<file path="config.mk">
export PLATFORM = sky130hd
export DESIGN_NAME = result_reader
export DESIGN_NICKNAME = d
export VERILOG_FILES = /design/src/logic/matvec_pkg.sv /design/src/logic/axil_pkg.sv /design/src/logic/result_reader.sv
export SDC_FILE = /design/constraint.sdc
export NUM_CORES = 1
export LEC_CHECK = 0
export BUFFER_PORTS_ARGS = -buffer_cell sky130_fd_sc_hd__buf_2
export CORE_AREA = 2 2 63 65
export CTS_CLUSTER_DIAMETER = 200
export DETAILED_ROUTE_END_ITERATION = 6
export DIE_AREA = 0 0 65 67
export PLACE_DENSITY = 0.86
export SKIP_LAST_GASP = 1
export SYNTH_ARGS = -nofsm -noshare
export SYNTH_HDL_FRONTEND = slang
export SYNTH_SLANG_ARGS = --single-unit
</file>
<file path="constraint.sdc">
create_clock -name clk_main_a0 -period 1.8 [get_ports clk_main_a0]
set_input_delay 0 -clock clk_main_a0 [delete_from_list [all_inputs] [get_ports clk_main_a0]]
set_output_delay 0 -clock clk_main_a0 [all_outputs]
set_load 0.01 [all_outputs]
</file>
<file path="src/logic/matvec_pkg.sv">
// Matrix and vector sizes, element types and load-sequence counts shared by the accelerator
`default_nettype none

package matvec_pkg;

  // --------------------------------------------------
  // Dimensions
  // --------------------------------------------------
  // Square matrix side, also the vector length
  localparam int DIM    = 16;
  // One element is a single byte
  localparam int ELEM_W = 8;

  // --------------------------------------------------
  // Element, vector and matrix types
  // --------------------------------------------------
  typedef logic [ELEM_W-1:0]         elem_t;
  // Element k at bits k*8 upward
  typedef logic [DIM*ELEM_W-1:0]     vec_t;
  // Element (row j, col k) is byte j*16+k
  typedef logic [DIM*DIM*ELEM_W-1:0] mat_t;

  // Host loads operands as 32-bit words
  localparam int MAT_WORDS  = (DIM * DIM * ELEM_W) / 32;
  localparam int VEC_WORDS  = (DIM * ELEM_W) / 32;
  // Matrix, then vector, then iteration count
  localparam int LOAD_WORDS = MAT_WORDS + VEC_WORDS + 1;

  typedef logic [6:0]  load_idx_t;
  typedef logic [3:0]  row_idx_t;
  typedef logic [31:0] iter_t;

endpackage

`default_nettype wire

</file>
<file path="src/logic/axil_pkg.sv">
// AXI-Lite widths, response codes and the register map of the accelerator's control port
`default_nettype none

package axil_pkg;

  // Bus field types
  typedef logic [31:0] addr_t;
  typedef logic [31:0] word_t;
  typedef logic [1:0]  resp_t;

  // Only OKAY is ever returned
  localparam resp_t RESP_OKAY = 2'b00;

  // Single data register for loads and result reads
  localparam addr_t DATA_REG_ADDR = 32'h0000_0500;
  // Returned for every other read address
  localparam word_t UNIMPL_VALUE  = 32'hDEAD_BEEF;

  // Selects one 32-bit word of the 128-bit result
  typedef logic [1:0] word_sel_t;

endpackage

`default_nettype wire

</file>
<file path="src/logic/result_reader.sv">
// Word pointer that presents one 32-bit slice of the result per data register read
`default_nettype none

module result_reader (
  input  logic             clk_main_a0,
  input  logic             rst_main_n_sync,
  input  logic             data_rd,
  input  matvec_pkg::vec_t result,
  output axil_pkg::word_t  rd_word
);
  import axil_pkg::*;

  word_sel_t word_sel;

  // --------------------------------------------------
  // Pointer
  // --------------------------------------------------
  // Natural 2-bit wrap after word 3
  always_ff @(posedge clk_main_a0) begin
    if (!rst_main_n_sync) begin
      word_sel <= '0;
    end else if (data_rd) begin
      word_sel <= word_sel + 1'b1;
    end
  end

  // Current word, low word first
  assign rd_word = result[word_sel * $bits(word_t) +: $bits(word_t)];

endmodule

`default_nettype wire

</file>
==> metrics.log <==
[metrics] slew at the pin closest to its max-slew limit: 0.257 ns
[metrics] max FFs per register: 2
[metrics] element type at the critical path start: flip-flop
[metrics] sequential fraction of the synthesis area: between 4 and 5%
[metrics] cell with the most instances after synthesis: mux4_2
[metrics] pins over their slew limit: 0
[metrics] critical path's slowest cell: mux4_1
[metrics] final hold violation count: 0
[metrics] clock tree from TritonCTS: yes
[metrics] worst path required time: 1.80 ns
[metrics] minimum clock period after layout: 1.56 ns
[metrics] Clock Tree Root: clkbuf_8
[metrics] total of endpoints with negative setup slack in the final report: 0
[metrics] Worst IR Drop VDD: between 0.2 and 0.3 mV
[metrics] total design power: 775 uW
[metrics] gpl congestion: around 0.86
[metrics] worst setup skew after layout: 0.00232 ns
[metrics] Via Count: 1237
[metrics] share of Yosys cell area claimed by the top area cell type: 70.1%
[metrics] Worst EP arrival: 1.56 ns
[metrics] Slowest Stage Delay on Critical Path: 0.59 ns
[metrics] total negative slack: 0 ns
[metrics] Fmax achieved: 640 MHz
[metrics] Mapped Cells: 47
[metrics] Post-synth ARST share: 0%
[metrics] Area growth, synth to finish: 96.8%
[metrics] worst min-delay path category: in -> reg
[metrics] per-cell via count in the routed design: ~4.8
[metrics] Cell Chain, Critical Path: buf_4 -> mux4_1 -> buf_2
[metrics] area of the mapped netlist: between 800 and 900 um2
[metrics] filler instances: 371
[metrics] hold slack: 0.0114 ns
[metrics] hold-fix buffers at CTS: 0
[metrics] switching power as a share of total power: 32.5%
[metrics] ANT cells: 0
[metrics] number of I/O pins: 163
[metrics] final worst path period share: between 80% and 90%
[metrics] DR iter-0 viols: 30
[metrics] Reg with most FFs: word_sel
[metrics] global-route wire length before repair: about 5.6 mm
[metrics] top cell family by delay on the critical path: multiplexers
[metrics] worst-case setup slack after placement: 0.448 ns
[metrics] power density of the placed cells: about 440 nW/um2
[metrics] initial core utilization: between 20% and 30%
[metrics] crit path buf inv count: 2
[metrics] number of antenna violations at the first check in global routing: 0
[metrics] total nets after synthesis: approximately 180
[metrics] dominant synthesized flop cell: dfxtp_1
[metrics] clock buffer depth: 2
[metrics] die extent in x: ~65 um
[metrics] maxcap violations: 0
[metrics] leakage component of the power: 0.907 nW
[metrics] count of flip-flops with a built-in enable after synthesis: 0
[metrics] worst slew margin relative to its limit: 82.9%
[metrics] clock network fraction of design power: 23.0%
[metrics] clock transition time at the flip-flop clock pins of the worst setup and hold paths: 0.03 ns
[metrics] Antenna Nets Post-Route: 0
[metrics] wire length reported by the detailed router: between 4 and 5 mm
[metrics] total of cells resized after clock tree synthesis: 0
[metrics] source-to-sink clock delay at the later pin of the worst-skew pair: 0.21 ns
[metrics] count of H-tree levels built during CTS: 1
[metrics] vias in the first global route: 1323
[metrics] count of warnings emitted by yosys: 0
[metrics] capturing element type of the critical path: output pin
[metrics] Die Area: between 4000 and 5000 um2
[metrics] clock buffers created by TritonCTS: 3
[metrics] Crit Path Class: reg -> out
[metrics] count of standard-cell rows: 22
[metrics] average cell area after synthesis: 19.1 um2
[metrics] worst path setup slack after routing: 0.238 ns
[metrics] Cell variety after synth: 13
[metrics] largest registers: word_sel (2)
[metrics] sw power: 252 uW
[metrics] area inside the core boundary: roughly 3600 um2
[metrics] highest fanout seen on the critical path: 13
[metrics] maximum number of pins on one net before global-route repair: 23
[metrics] commonest cells in the netlist: 28 x mux4_2, 4 x mux4_1, 3 x buf_2
[metrics] detail-routed net length per standard cell: ~16 um
[metrics] leftover overflow at the end of global routing: 0
[metrics] Pint: 523 uW
[metrics] count of unresolved DRC violations after routing: 0
[metrics] Buffers on Ports: 162
[metrics] fraction of the core area covered by cells at the end of the flow: 49.1%
[metrics] # Post-CTS Setup Buffers: 0
[metrics] Yosys reg bits: 2
[metrics] total clock sinks: 2
[metrics] RSZ-0062 raised after global routing: no
[metrics] die outline height: around 67 um
[metrics] part of the power in registers: 6.8%
[metrics] Overall Global Routing Usage: 17.5%
[metrics] Yosys top cell by area: mux4_2
[metrics] Initial DRT Pass Iterations: 4
[metrics] # nets final: 341
[metrics] status: finished clean
[metrics] biggest area contributors in the synthesized netlist: mux4_2 70%, mux4_1 12%, buf_12 4.5%
[metrics] portion of total power attributed to combinational logic: 70.2%
[metrics] fraction of final layout cells with drive strength greater than 1: a little over nine tenths
[cells by family (layout without fill, tap and decap cells)]
kind of cell / Yosys count / in the layout / share of synthesized area (%)
AOI/OAI and AO/OA: 2 / 2 / 1.67
xor gates and xnor gates: 1 / 1 / 0.974
buffers and inverters: 8 / 169 / 9.46
DFF: 2 / 2 / 4.45
muxes: 32 / 32 / 81.8
and+or+nand+nor: 2 / 2 / 1.67
[per-layer routing]
| metal | vias up | part of all wire (%) | global-route usage (%) |
|---|---|---|---|
| li1 | 558 | - | - |
| met4 | 0 | 1.4 | 5.32 |
| met3 | 7 | 10 | 3.55 |
| met1 | 570 | 28 | 14.2 |
| met2 | 102 | 61 | 39.8 |
| met5 | - | 0 | 0 |
[final cells by class]
class                           count  area [um2]  area share [%]
Tap cell                           48        60.1            3.39
Timing Repair Buffer              166         853            48.2
Sequential cell                     2        41.3            2.33
Clock buffer                        3        41.3            2.33
Multi-Input combinational cell     37         774            43.7
[power groups by stage]
stage | sequential, mW | combinational, mW | clock (mW)
6_report | 0.0526 | 0.545 | 0.178
2_1_floorplan | 0.0504 | 0.321 | 0
3_3_place_gp | 0.0527 | 0.533 | 0
4_1_cts | 0.0527 | 0.553 | 0.183
3_5_place_dp | 0.0532 | 0.552 | 0
5_1_grt | 0.0533 | 0.587 | 0.186
[per-stage QoR]
step | instances | instance area, um2
6_report | 256 | 1770
4_1_cts | 256 | 1770
2_1_floorplan | 47 | 900
5_1_grt | 256 | 1770
3_5_place_dp | 253 | 1730
3_3_place_gp | 253 | 1730
[layout by cell type, fill, tap and decap left out]
master    instances
dfxtp_2           1
mux4_1            4
o21a_1            1
xor2_1            1
a21boi_0          1
buf_2           162
clkbuf_8          3
buf_12            1
and3b_1           1
dfxtp_1           1
buf_4             3
and2_1            1
mux4_2           28
[path summary, 6_finish.rpt]
kind	from	end	slack, ns	depth (start not counted)
max	word_sel[0]$_SDFFE_PN0P_	rd_word[3]	0.24	3
min	rst_main_n_sync	word_sel[0]$_SDFFE_PN0P_	0.01	2
max reg2reg	word_sel[1]$_SDFFE_PN0P_	word_sel[1]$_SDFFE_PN0P_	0.71	3
min reg2reg	word_sel[0]$_SDFFE_PN0P_	word_sel[0]$_SDFFE_PN0P_	0.77	3
Note: power is estimated with default switching activity, not from simulation.
