--- config.mk ---
export PLATFORM = sky130hd
export DESIGN_NAME = axil_slave_port
export DESIGN_NICKNAME = d
export VERILOG_FILES = /design/src/logic/axil_pkg.sv /design/src/logic/axil_slave_port.sv
export SDC_FILE = /design/constraint.sdc
export NUM_CORES = 1
export LEC_CHECK = 0
export BUFFER_PORTS_ARGS = -buffer_cell sky130_fd_sc_hd__buf_2
export CORE_ASPECT_RATIO = 1.5
export CORE_MARGIN = 2
export CORE_UTILIZATION = 33
export DETAILED_ROUTE_END_ITERATION = 10
export SLEW_MARGIN = 10
export SYNTH_ARGS = -nofsm -noshare
export SYNTH_HDL_FRONTEND = slang
export SYNTH_SLANG_ARGS = --single-unit
--- constraint.sdc ---
create_clock -name clk_main_a0 -period 3.59 [get_ports clk_main_a0]
set_input_delay 1.077 -clock clk_main_a0 [delete_from_list [all_inputs] [get_ports clk_main_a0]]
set_output_delay 1.077 -clock clk_main_a0 [all_outputs]
set_load 0.01 [all_outputs]
--- src/logic/axil_pkg.sv ---
// AXI-Lite widths, response codes and the register map of the accelerator's control port
`default_nettype none

package axil_pkg;

  // Bus field types
  typedef logic [31:0] addr_t;
  typedef logic [31:0] word_t;
  typedef logic [1:0]  resp_t;

  // Only OKAY is ever returned
  localparam resp_t RESP_OKAY = 2'b00;

  // Single data register for loads and result reads
  localparam addr_t DATA_REG_ADDR = 32'h0000_0500;
  // Returned for every other read address
  localparam word_t UNIMPL_VALUE  = 32'hDEAD_BEEF;

  // Selects one 32-bit word of the 128-bit result
  typedef logic [1:0] word_sel_t;

endpackage

`default_nettype wire

--- src/logic/axil_slave_port.sv ---
// AXI-Lite slave with single-beat write and read handshakes, decodes the data register address
`default_nettype none

module axil_slave_port (
  input  logic            clk_main_a0,
  input  logic            rst_main_n_sync,
  input  logic            awvalid,
  input  axil_pkg::addr_t awaddr,
  output logic            awready,
  input  logic            wvalid,
  input  axil_pkg::word_t wdata,
  input  logic [3:0]      wstrb,
  output logic            wready,
  output logic            bvalid,
  output axil_pkg::resp_t bresp,
  input  logic            bready,
  input  logic            arvalid,
  input  axil_pkg::addr_t araddr,
  output logic            arready,
  output logic            rvalid,
  output axil_pkg::word_t rdata,
  output axil_pkg::resp_t rresp,
  input  logic            rready,
  output logic            data_wr,
  output axil_pkg::word_t data_wdata,
  output logic            data_rd,
  input  axil_pkg::word_t rd_word
);
  import axil_pkg::*;

  logic  wr_active;
  addr_t wr_addr;
  logic  rd_pending;
  addr_t rd_addr;
  logic  rd_hit;

  // --------------------------------------------------
  // Write channel
  // --------------------------------------------------
  // Accept a new address only when idle
  assign awready = !wr_active;
  // Data beat taken once per write, blocked while response is out
  assign wready  = wr_active && wvalid && !bvalid;
  // wstrb not decoded, every write counts as a full word
  assign bresp   = RESP_OKAY;

  always_ff @(posedge clk_main_a0) begin
    if (!rst_main_n_sync) begin
      wr_active <= 1'b0;
      bvalid    <= 1'b0;
    end else begin
      // Response accepted ends the write
      if (bvalid && bready) begin
        wr_active <= 1'b0;
        bvalid    <= 1'b0;
      end else begin
        if (awvalid && !wr_active) begin
          wr_active <= 1'b1;
        end
        if (wready) begin
          bvalid <= 1'b1;
        end
      end
    end
  end

  // Address capture
  always_ff @(posedge clk_main_a0) begin
    if (awvalid && !wr_active) begin
      wr_addr <= awaddr;
    end
  end

  // Data register strobe, other addresses fall through silently
  assign data_wr    = wready && (wr_addr == DATA_REG_ADDR);
  assign data_wdata = wdata;

  // --------------------------------------------------
  // Read channel
  // --------------------------------------------------
  assign arready = !rd_pending && !rvalid;
  assign rresp   = RESP_OKAY;
  assign rd_hit  = (rd_addr == DATA_REG_ADDR);
  // Pointer advances as the word moves into rdata
  assign data_rd = rd_pending && rd_hit;

  always_ff @(posedge clk_main_a0) begin
    if (!rst_main_n_sync) begin
      rd_pending <= 1'b0;
      rvalid     <= 1'b0;
    end else begin
      rd_pending <= arvalid && arready;
      if (rd_pending) begin
        rvalid <= 1'b1;
      end else if (rvalid && rready) begin
        rvalid <= 1'b0;
      end
    end
  end

  // Read address and data payload
  always_ff @(posedge clk_main_a0) begin
    if (arvalid && arready) begin
      rd_addr <= araddr;
    end
    // Held stable until rready
    if (rd_pending) begin
      rdata <= rd_hit ? rd_word : UNIMPL_VALUE;
    end
  end

endmodule

`default_nettype wire

==> results of run 1 <==
==> cells in the final DEF (no fill, tap or decap), drive strengths merged <==
cell / netlist / final
clkinvlp: 0 / 1
and4: 2 / 2
nand4: 1 / 1
o21ai: 1 / 1
edfxtp: 96 / 96
inv: 1 / 1
nand3: 1 / 1
buf: 44 / 146
clkinv: 0 / 1
nor2: 1 / 1
conb: 1 / 4
nand2: 1 / 1
diode: 0 / 1
nor2b: 3 / 3
a21oi: 1 / 1
nor4b: 2 / 2
nor4: 13 / 13
and3b: 1 / 1
bufinv: 0 / 2
dfxtp: 4 / 4
nor3: 1 / 1
and2: 1 / 1
nor4bb: 1 / 1
nand3b: 24 / 24
and3: 10 / 10
clkbuf: 0 / 12
o21a: 2 / 2
==> per-stage QoR <==
stage                     cell area, um^2  setup slack [ps]  cells
after global placement               4360               737    464
after global routing                 4690               678    480
after CTS                            4690               737    480
after detailed placement             4360               739    464
final                                4690               750    481
after floorplan                      3760               641    215
==> sequential cells by signal, summed over array words and instances (netlist names) <==
name,cells
rd_pending,1
rd_addr,32
wr_addr,32
rdata,32
bvalid,1
wr_active,1
rvalid,1
==> worst paths after layout <==
| path | startpoint | to | slack, ps | cells after the start |
|---|---|---|---|---|
| setup / recovery | wvalid | data_wr | 750 | 5 |
| hold / removal | bvalid$_SDFFE_PP0P_ | wr_active$_SDFFE_PP0P_ | 480 | 1 |
| setup reg to reg | rd_addr[30]$_DFFE_PP_ | rdata[10]$_SDFFCE_PP1P_ | 1910 | 4 |
| hold reg to reg | bvalid$_SDFFE_PP0P_ | wr_active$_SDFFE_PP0P_ | 480 | 1 |
==> worst max-delay path: stages <==
cell,delay (ps)
buf_2,70
and3b_1,190
nand3_1,80
nor3_1,190
buf_2,160
==> layer usage <==
| layer | global-route usage, % | up-vias |
|---|---|---|
| li1 | - | 1002 |
| met1 | 11.5 | 986 |
| met2 | 20.0 | 100 |
| met3 | 5.92 | 37 |
| met4 | 7.41 | 4 |
| met5 | 0 | - |
==> cell families after synthesis <==
| family | after synthesis | synth area share [%] |
|---|---|---|
| compound gates | 4 | 0.667 |
| flops | 100 | 79.0 |
| buf+inv | 45 | 8.81 |
| simple gates | 62 | 11.4 |
| other cells | 1 | 0.100 |
==> final cells by class <==
type | count | area [um^2]
clock inverter | 4 | 72.6
inverter | 1 | 3.75
fill | 1051 | 6360
multi-input combinational | 70 | 469
sequential | 100 | 2960
tap | 147 | 184
antenna | 1 | 2.50
clock buffer | 12 | 256
timing repair buffer | 146 | 743
==> power groups by stage <==
stage | Combinational [uW] | Clock, uW | Sequential [uW]
after global routing | 132 | 1110 | 1370
after detailed placement | 121 | 0 | 1390
final | 119 | 1030 | 1360
after global placement | 118 | 0 | 1380
after CTS | 122 | 1060 | 1360
after floorplan | 71.6 | 0 | 1390
==> reports/results.ini, run 1 <==
[detailed_routing]
routed.top_layer=met5
drtIter0Drc=103
dr.pass1.iters=4
routed_wl_um=7000
dr_wl_met2_um=3620
met3_length_um=636
wl_met1_um=2420
wl_per_cell_um=14.6
vias_per_cell=4.43
drcViolationCount=0
ant_nets=0
vias=2129

[job]
drv_cap=0

[die]
dieArea_mm2=0.0122
die_y_um=135
core_mm2=0.0111
ios=214
die_width_um=91.0
core.rowCount=47
start_util_pct=33.9

[power]
ir_worst_vdd_uv=315
p_int_uw=2050
p_sw_uw=457
p_leak_uw=0.00178
share_comb_of_total_power_pct=4.7
powerDensity_mw_per_mm2=534
power_frac_seq_pct=54.2
design_power_total_uw=2510
swShare_pct=18.2
clock_power_share_pct=41.0

[clock_network]
clk_pin_slew_worst_paths_ps=60
cts_buffers=9
clock_latency_ps=330
tritoncts=done
cts.sinks=100
cts_hold_buf=0
cts_setup_buffers=0
clock-root-buffer=clkbuf_16
cts_resized=0
cts_htree_levels=3
cts_max_path_buffers=2

[logic_synthesis]
synthTopCellsByArea=edfxtp_1, buf_4, nand3b_1
synth_top_cell_by_area=edfxtp_1
ys_ff_latch=100
synth_cells=212
yosysMostFrequentCell=edfxtp_1
avgSynthCellArea_um2=17.7
synth.top_cell.area_share_pct=76.9
ys_types=24
syn-cell-area_mm2=0.00375
ys.flop_type=edfxtp_1
async_flop_share_pct=0
netlist_top_cells_count=edfxtp_1, buf_4, nand3b_1, nor4_1, and3_1
yosysSeqAreaShare_pct=79.0
ys_warn_count=0
synth-edff-count=96

[sta]
fin_setup_tns_ps=0
clock_skew_ps=3.38
fin_crit_ps=2840
finalHoldViolCount=0
period_share_pct=79.1
fmaxAchievable_mhz=352
rsz0062_at_grt=false
drv_slew=0
finalSetupViolCount=0
hold_ws_ps=476

[placed_design]
dp_hpwl_um=5260
routabilityCongestion=0.743
port_buffers=141

[setup_path]
end_kind=output port
required_ps=2510
critPathArrivalTime_ps=1760
crit_type=in -> out
cp-start-kind=input port
crit_fanout=3

[grt]
grt_max_degree=33
grt_usage_pct=11.9
gr-total-overflow=0
grt_pass1_vias=2259
grt_antenna_before_repair=3
grt_pass1_wl_um=10900

[final_layout]
utilization_pct=42.5
layout.nets=467
area_growth_pct=25.2
drive_above_1_share_pct=48.6

[outcome]
status=completed

[min_path]
hold_class=reg -> reg

(Power assumes the default switching activity.)
==> run 2, diff against run 1 <==
Settings changed: ABC_AREA from default to 1.
Clock period 3.59 ns to 2.5 ns, I/O delays scaled along.
==> reports/results.ini, run 2 <==
[job]
drv_cap=0

[power]
powerDensity_mw_per_mm2=716
ir_worst_vdd_uv=332
p_leak_uw=0.00203

[detailed_routing]
vias=2363
vias_per_cell=4.20
routed_wl_um=8030
wl_per_cell_um=14.3
drtIter0Drc=49
dr.pass1.iters=4
drcViolationCount=0
ant_nets=0

[grt]
gr-total-overflow=0
grt_usage_pct=12.7
grt_max_degree=33
grt_pass1_wl_um=12100
grt_antenna_before_repair=0
grt_pass1_vias=2460

[final_layout]
drive_above_1_share_pct=40.6
layout.nets=545
area_growth_pct=23.6
stdcell_count=562
n_antenna_cell=0
fill_cells=1138
largestRegisters=rd_addr: 32 flops, rdata: 32 flops, wr_addr: 32 flops
final_cell_mix=buf_2, edfxtp_1, inv_1, nor2_1, nand2_1
final_common_cell=buf_2
seqCellArea_mm2=0.00296
utilization_pct=41.3
multi_input_area_um2=543

[setup_path]
crit_type=reg -> out
crit_buf_inv=2
end_kind=output port
crit_chain=inv_1, nand2_1, nor2_1, nand2_1, nor2_4, nand2_4, nor2_1, buf_2
ff2ff_path_depth=3
cp-startpoint=rd_addr[21]$_DFFE_PP_
reg2reg_from=rd_pending$_SDFF_PN0_
required_ps=1750
crit_slowest_cell=edfxtp_1
r2r-end=rd_addr[29]$_DFFE_PP_
crit_family=simple AND/OR/NAND/NOR gates
critPathArrivalTime_ps=1530
r2r_slack_ps=880
crit_fanout=9
critPathMaxStageDelay_ps=360
cp-start-kind=flop

[logic_synthesis]
netlist_top_cells_count=edfxtp_1, inv_1, nor2_1, buf_4, nand2_1
synth-edff-count=96
ys_types=18
syn-cell-area_mm2=0.00396
yosysMostFrequentCell=edfxtp_1
ys_ff_latch=100
async_flop_share_pct=0
synth.top_cell.area_share_pct=72.8
yosysSeqAreaShare_pct=74.9
ys.flop_type=edfxtp_1
avgSynthCellArea_um2=13.8
synthTopCellsByArea=edfxtp_1, buf_4, nand3b_1
synth_cells=286
ys_warn_count=0
synth_top_cell_by_area=edfxtp_1

[die]
start_util_pct=33.4
ios=214
core_mm2=0.0118
dieArea_mm2=0.0129
core.rowCount=49
die_width_um=93.4
die_y_um=138

[sta]
hold_ws_ps=494
finalSetupViolCount=0
layout_setup_ws_ps=223
fin_setup_tns_ps=0
fin_crit_ps=2280
rsz0062_at_grt=false
clock_skew_ps=7.03
fmaxAchievable_mhz=439
finalHoldViolCount=0
drv_slew=0
period_share_pct=91.1

[clock_network]
cts_max_path_buffers=2
clock-root-buffer=clkbuf_16
cts_buffers=9
cts_resized=0
clk_pin_slew_worst_paths_ps=60
cts_hold_buf=0
clock_latency_ps=330
cts_htree_levels=3
tritoncts=done
cts.sinks=100
cts_setup_buffers=0

[placed_design]
place_ws_ps=267
dp_hpwl_um=6230
dp.cells=548
routabilityCongestion=0.653
port_buffers=141

[outcome]
status=completed

[min_path]
hp-start=bvalid$_SDFFE_PP0P_
whs_endpoint=bvalid$_SDFFE_PP0P_
hold_class=reg -> reg
hold_depth=2

-- run 2: power breakdown --
group          switching [uW]  internal [uW]
combinational             106           95.2
sequential               25.8           1930
clock                     571            769
-- run 2: layout make-up --
cell class / instances / area share (%)
Timing Repair Buffer: 146 / 15.2
Inverter: 43 / 3.30
Clock inverter: 5 / 1.28
Multi-Input combinational cell: 106 / 11.1
Sequential cell: 100 / 60.6
Clock buffer: 9 / 4.60
Tap cell: 153 / 3.91
-- run 2: worst register-to-register path: cells and delay by family, from the launching register on --
| family | cells | cell delay [ps] |
|---|---|---|
| DFF | 1 | 400 |
| and+or+nand+nor | 1 | 200 |
| buffers and inverters | 2 | 660 |
-- run 2: cell families (layout without fill, tap and decap cells) --
family / after synthesis / in the layout / share of synthesized area, %
AOI/OAI and AO/OA: 3 / 3 / 0.443
buffers and inverters: 83 / 203 / 12.0
DFF: 100 / 100 / 74.9
other: 1 / 4 / 0.0948
and+or+nand+nor: 99 / 99 / 12.6
-- run 2: routing by layer --
layer | vias to the layer above | routed length (um) | GRT usage [%]
met1 | 1077 | 2510 | 11.3
met4 | 0 | 522 | 9.98
met2 | 96 | 4240 | 22.9
met3 | 42 | 766 | 3.87
li1 | 1148 | - | -
met5 | - | 0 | 0
-- run 2: through the flow --
| step | instance area (um^2) | power, uW |
|---|---|---|
| after floorplan | 3980 | 2140 |
| after global placement | 4600 | 2190 |
| after detailed placement | 4600 | 2200 |
| after CTS | 4890 | 3560 |
| after global routing | 4890 | 3650 |
| final | 4890 | 3500 |
-- run 2: worst max-delay path by stage --
stage | slack (ps) | cells after the start | endpoint
after CTS | 170 | 8 | data_rd
after global placement | 260 | 6 | data_wr
final | 220 | 8 | data_rd
after detailed placement | 270 | 6 | data_wr
after global routing | 50 | 8 | data_rd
after floorplan | 310 | 2 | data_rd
==> run 3, diff against run 2 <==
Settings changed: CELL_PAD_IN_SITES_DETAIL_PLACEMENT from default to 0, CELL_PAD_IN_SITES_GLOBAL_PLACEMENT from default to 1, CORE_UTILIZATION 33 to 30, PLACE_DENSITY_LB_ADDON from default to 0.1, SLEW_MARGIN 10 to default.
==> reports/results.ini, run 3 (synthesis gave the netlist of run 2 again) <==
[detailed_routing]
ant_nets=0
dr.pass1.iters=4
routed_wl_um=7440
drcViolationCount=0
drtIter0Drc=48
wl_per_cell_um=13.0
vias_per_cell=4.02
vias=2298

[power]
powerDensity_mw_per_mm2=721
p_leak_uw=0.00205
design_power_total_uw=3560
ir_worst_vdd_uv=272

[setup_path]
critPathArrivalTime_ps=1500
r2r_slack_ps=1000
crit_slowest_cell=edfxtp_1
ff2ff_path_depth=7
cp-start-kind=flop
reg2reg_from=rd_addr[25]$_DFFE_PP_
crit_type=reg -> out
crit_family=simple AND/OR/NAND/NOR gates
required_ps=1750
crit_buf_inv=2
end_kind=output port
critPathMaxStageDelay_ps=370
crit_fanout=9
r2r-end=rdata[9]$_SDFFCE_PP1P_
crit_chain=inv_1, nand2_1, nor2_1, nand2_1, nor2_4, nand2_4, nor2_1, buf_2

[placed_design]
port_buffers=141
routabilityCongestion=0.682
dp_hpwl_um=5640

[clock_network]
cts.sinks=100
cts_htree_levels=3
clock-root-buffer=clkbuf_16
cts_hold_buf=0
cts_setup_buffers=0
cts_resized=0
tritoncts=done
cts_max_path_buffers=2
clk_pin_slew_worst_paths_ps=70
clock_latency_ps=340
cts_buffers=9

[die]
die_y_um=145
dieArea_mm2=0.0141
core.rowCount=51
core_mm2=0.0130
die_width_um=97.8
ios=214
start_util_pct=30.6

[outcome]
status=completed

[min_path]
hp-start=bvalid$_SDFFE_PP0P_
hold_depth=2
whs_endpoint=bvalid$_SDFFE_PP0P_
hold_class=reg -> reg

[final_layout]
largestRegisters=rd_addr: 32 flops, rdata: 32 flops, wr_addr: 32 flops
seqCellArea_mm2=0.00296
fill_cells=1294
final_cell_mix=buf_2, edfxtp_1, inv_1, nor2_1, nand2_1
final_common_cell=buf_2
multi_input_area_um2=543
area_growth_pct=24.6
utilization_pct=38.1
layout.nets=546
n_antenna_cell=0
drive_above_1_share_pct=40.5

[grt]
grt_usage_pct=10.7
grt_pass1_vias=2208
met1_usage_pct=10.9
grt_antenna_before_repair=1
grt_util_met3_pct=4.71
grt_pass1_wl_um=11200
gr-total-overflow=0
grt_util_met2_pct=18.0
grt.busiest_layer=met2
grt_max_degree=33

[sta]
finalHoldViolCount=0
clock_skew_ps=8.94
fmaxAchievable_mhz=445
period_share_pct=89.9
fin_crit_ps=2250
rsz0062_at_grt=false
finalSetupViolCount=0
drv_slew=0
fin_setup_tns_ps=0

[job]
drv_cap=0

-- run 3: cell count changes in the layout (fill, tap and decap cells not counted), sizes merged --
cell	previous run	this run
clkinvlp	2	1
clkinv	1	3
inv	44	45
buf	146	147
-- run 3: how the worst max path moves through the flow --
stage                          startpoint       to  slack (ps)  cells past startpoint
floorplan           rd_pending$_SDFF_PN0_  data_rd         310                      2
global placement                   wvalid  data_wr         390                      6
detailed placement                 wvalid  data_wr         390                      6
CTS                 rd_addr[24]$_DFFE_PP_  data_rd         180                      8
global route         rd_addr[7]$_DFFE_PP_  data_rd          50                      8
finish              rd_addr[25]$_DFFE_PP_  data_rd         250                      8
-- run 3: metrics by stage --
stage	cell area [um^2]	setup WS, ps	hold WS [ps]	instances
after global placement	4630	387	478	555
after global routing	4930	53.2	519	571
final	4930	253	488	571
after floorplan	3980	312	503	289
after detailed placement	4630	391	479	555
after CTS	4930	177	490	571
-- run 3: metal layers --
metal | part of all wire [%] | vias to the layer above
li1 | - | 1150
met1 | 35 | 1017
met2 | 51 | 100
met3 | 8.9 | 29
met4 | 4.4 | 2
met5 | 0.21 | -
-- run 3: cell type report --
cell class / count / share of cell area, %
Tap cell: 159 / 4.04
Sequential cell: 100 / 60.1
Clock inverter: 7 / 1.52
Multi-Input combinational cell: 106 / 11.0
Timing Repair Buffer: 147 / 15.5
Clock buffer: 9 / 4.57
Inverter: 43 / 3.27
-- run 3: power by group --
group	total (uW)	internal (uW)	leakage [uW]	switching (uW)
Sequential	1960	1930	0.000925	22.3
Clock	1390	783	0.000145	611
Combinational	207	99.4	0.000976	108
Total	3560	2820	0.00205	741
-- run 3: worst register-to-register path, delay by kind of cell (launching register included) --
| kind | cells | cell delay (ps) |
|---|---|---|
| AND/OR/NAND/NOR | 5 | 540 |
| buffers and inverters | 2 | 350 |
| flip-flops | 1 | 370 |
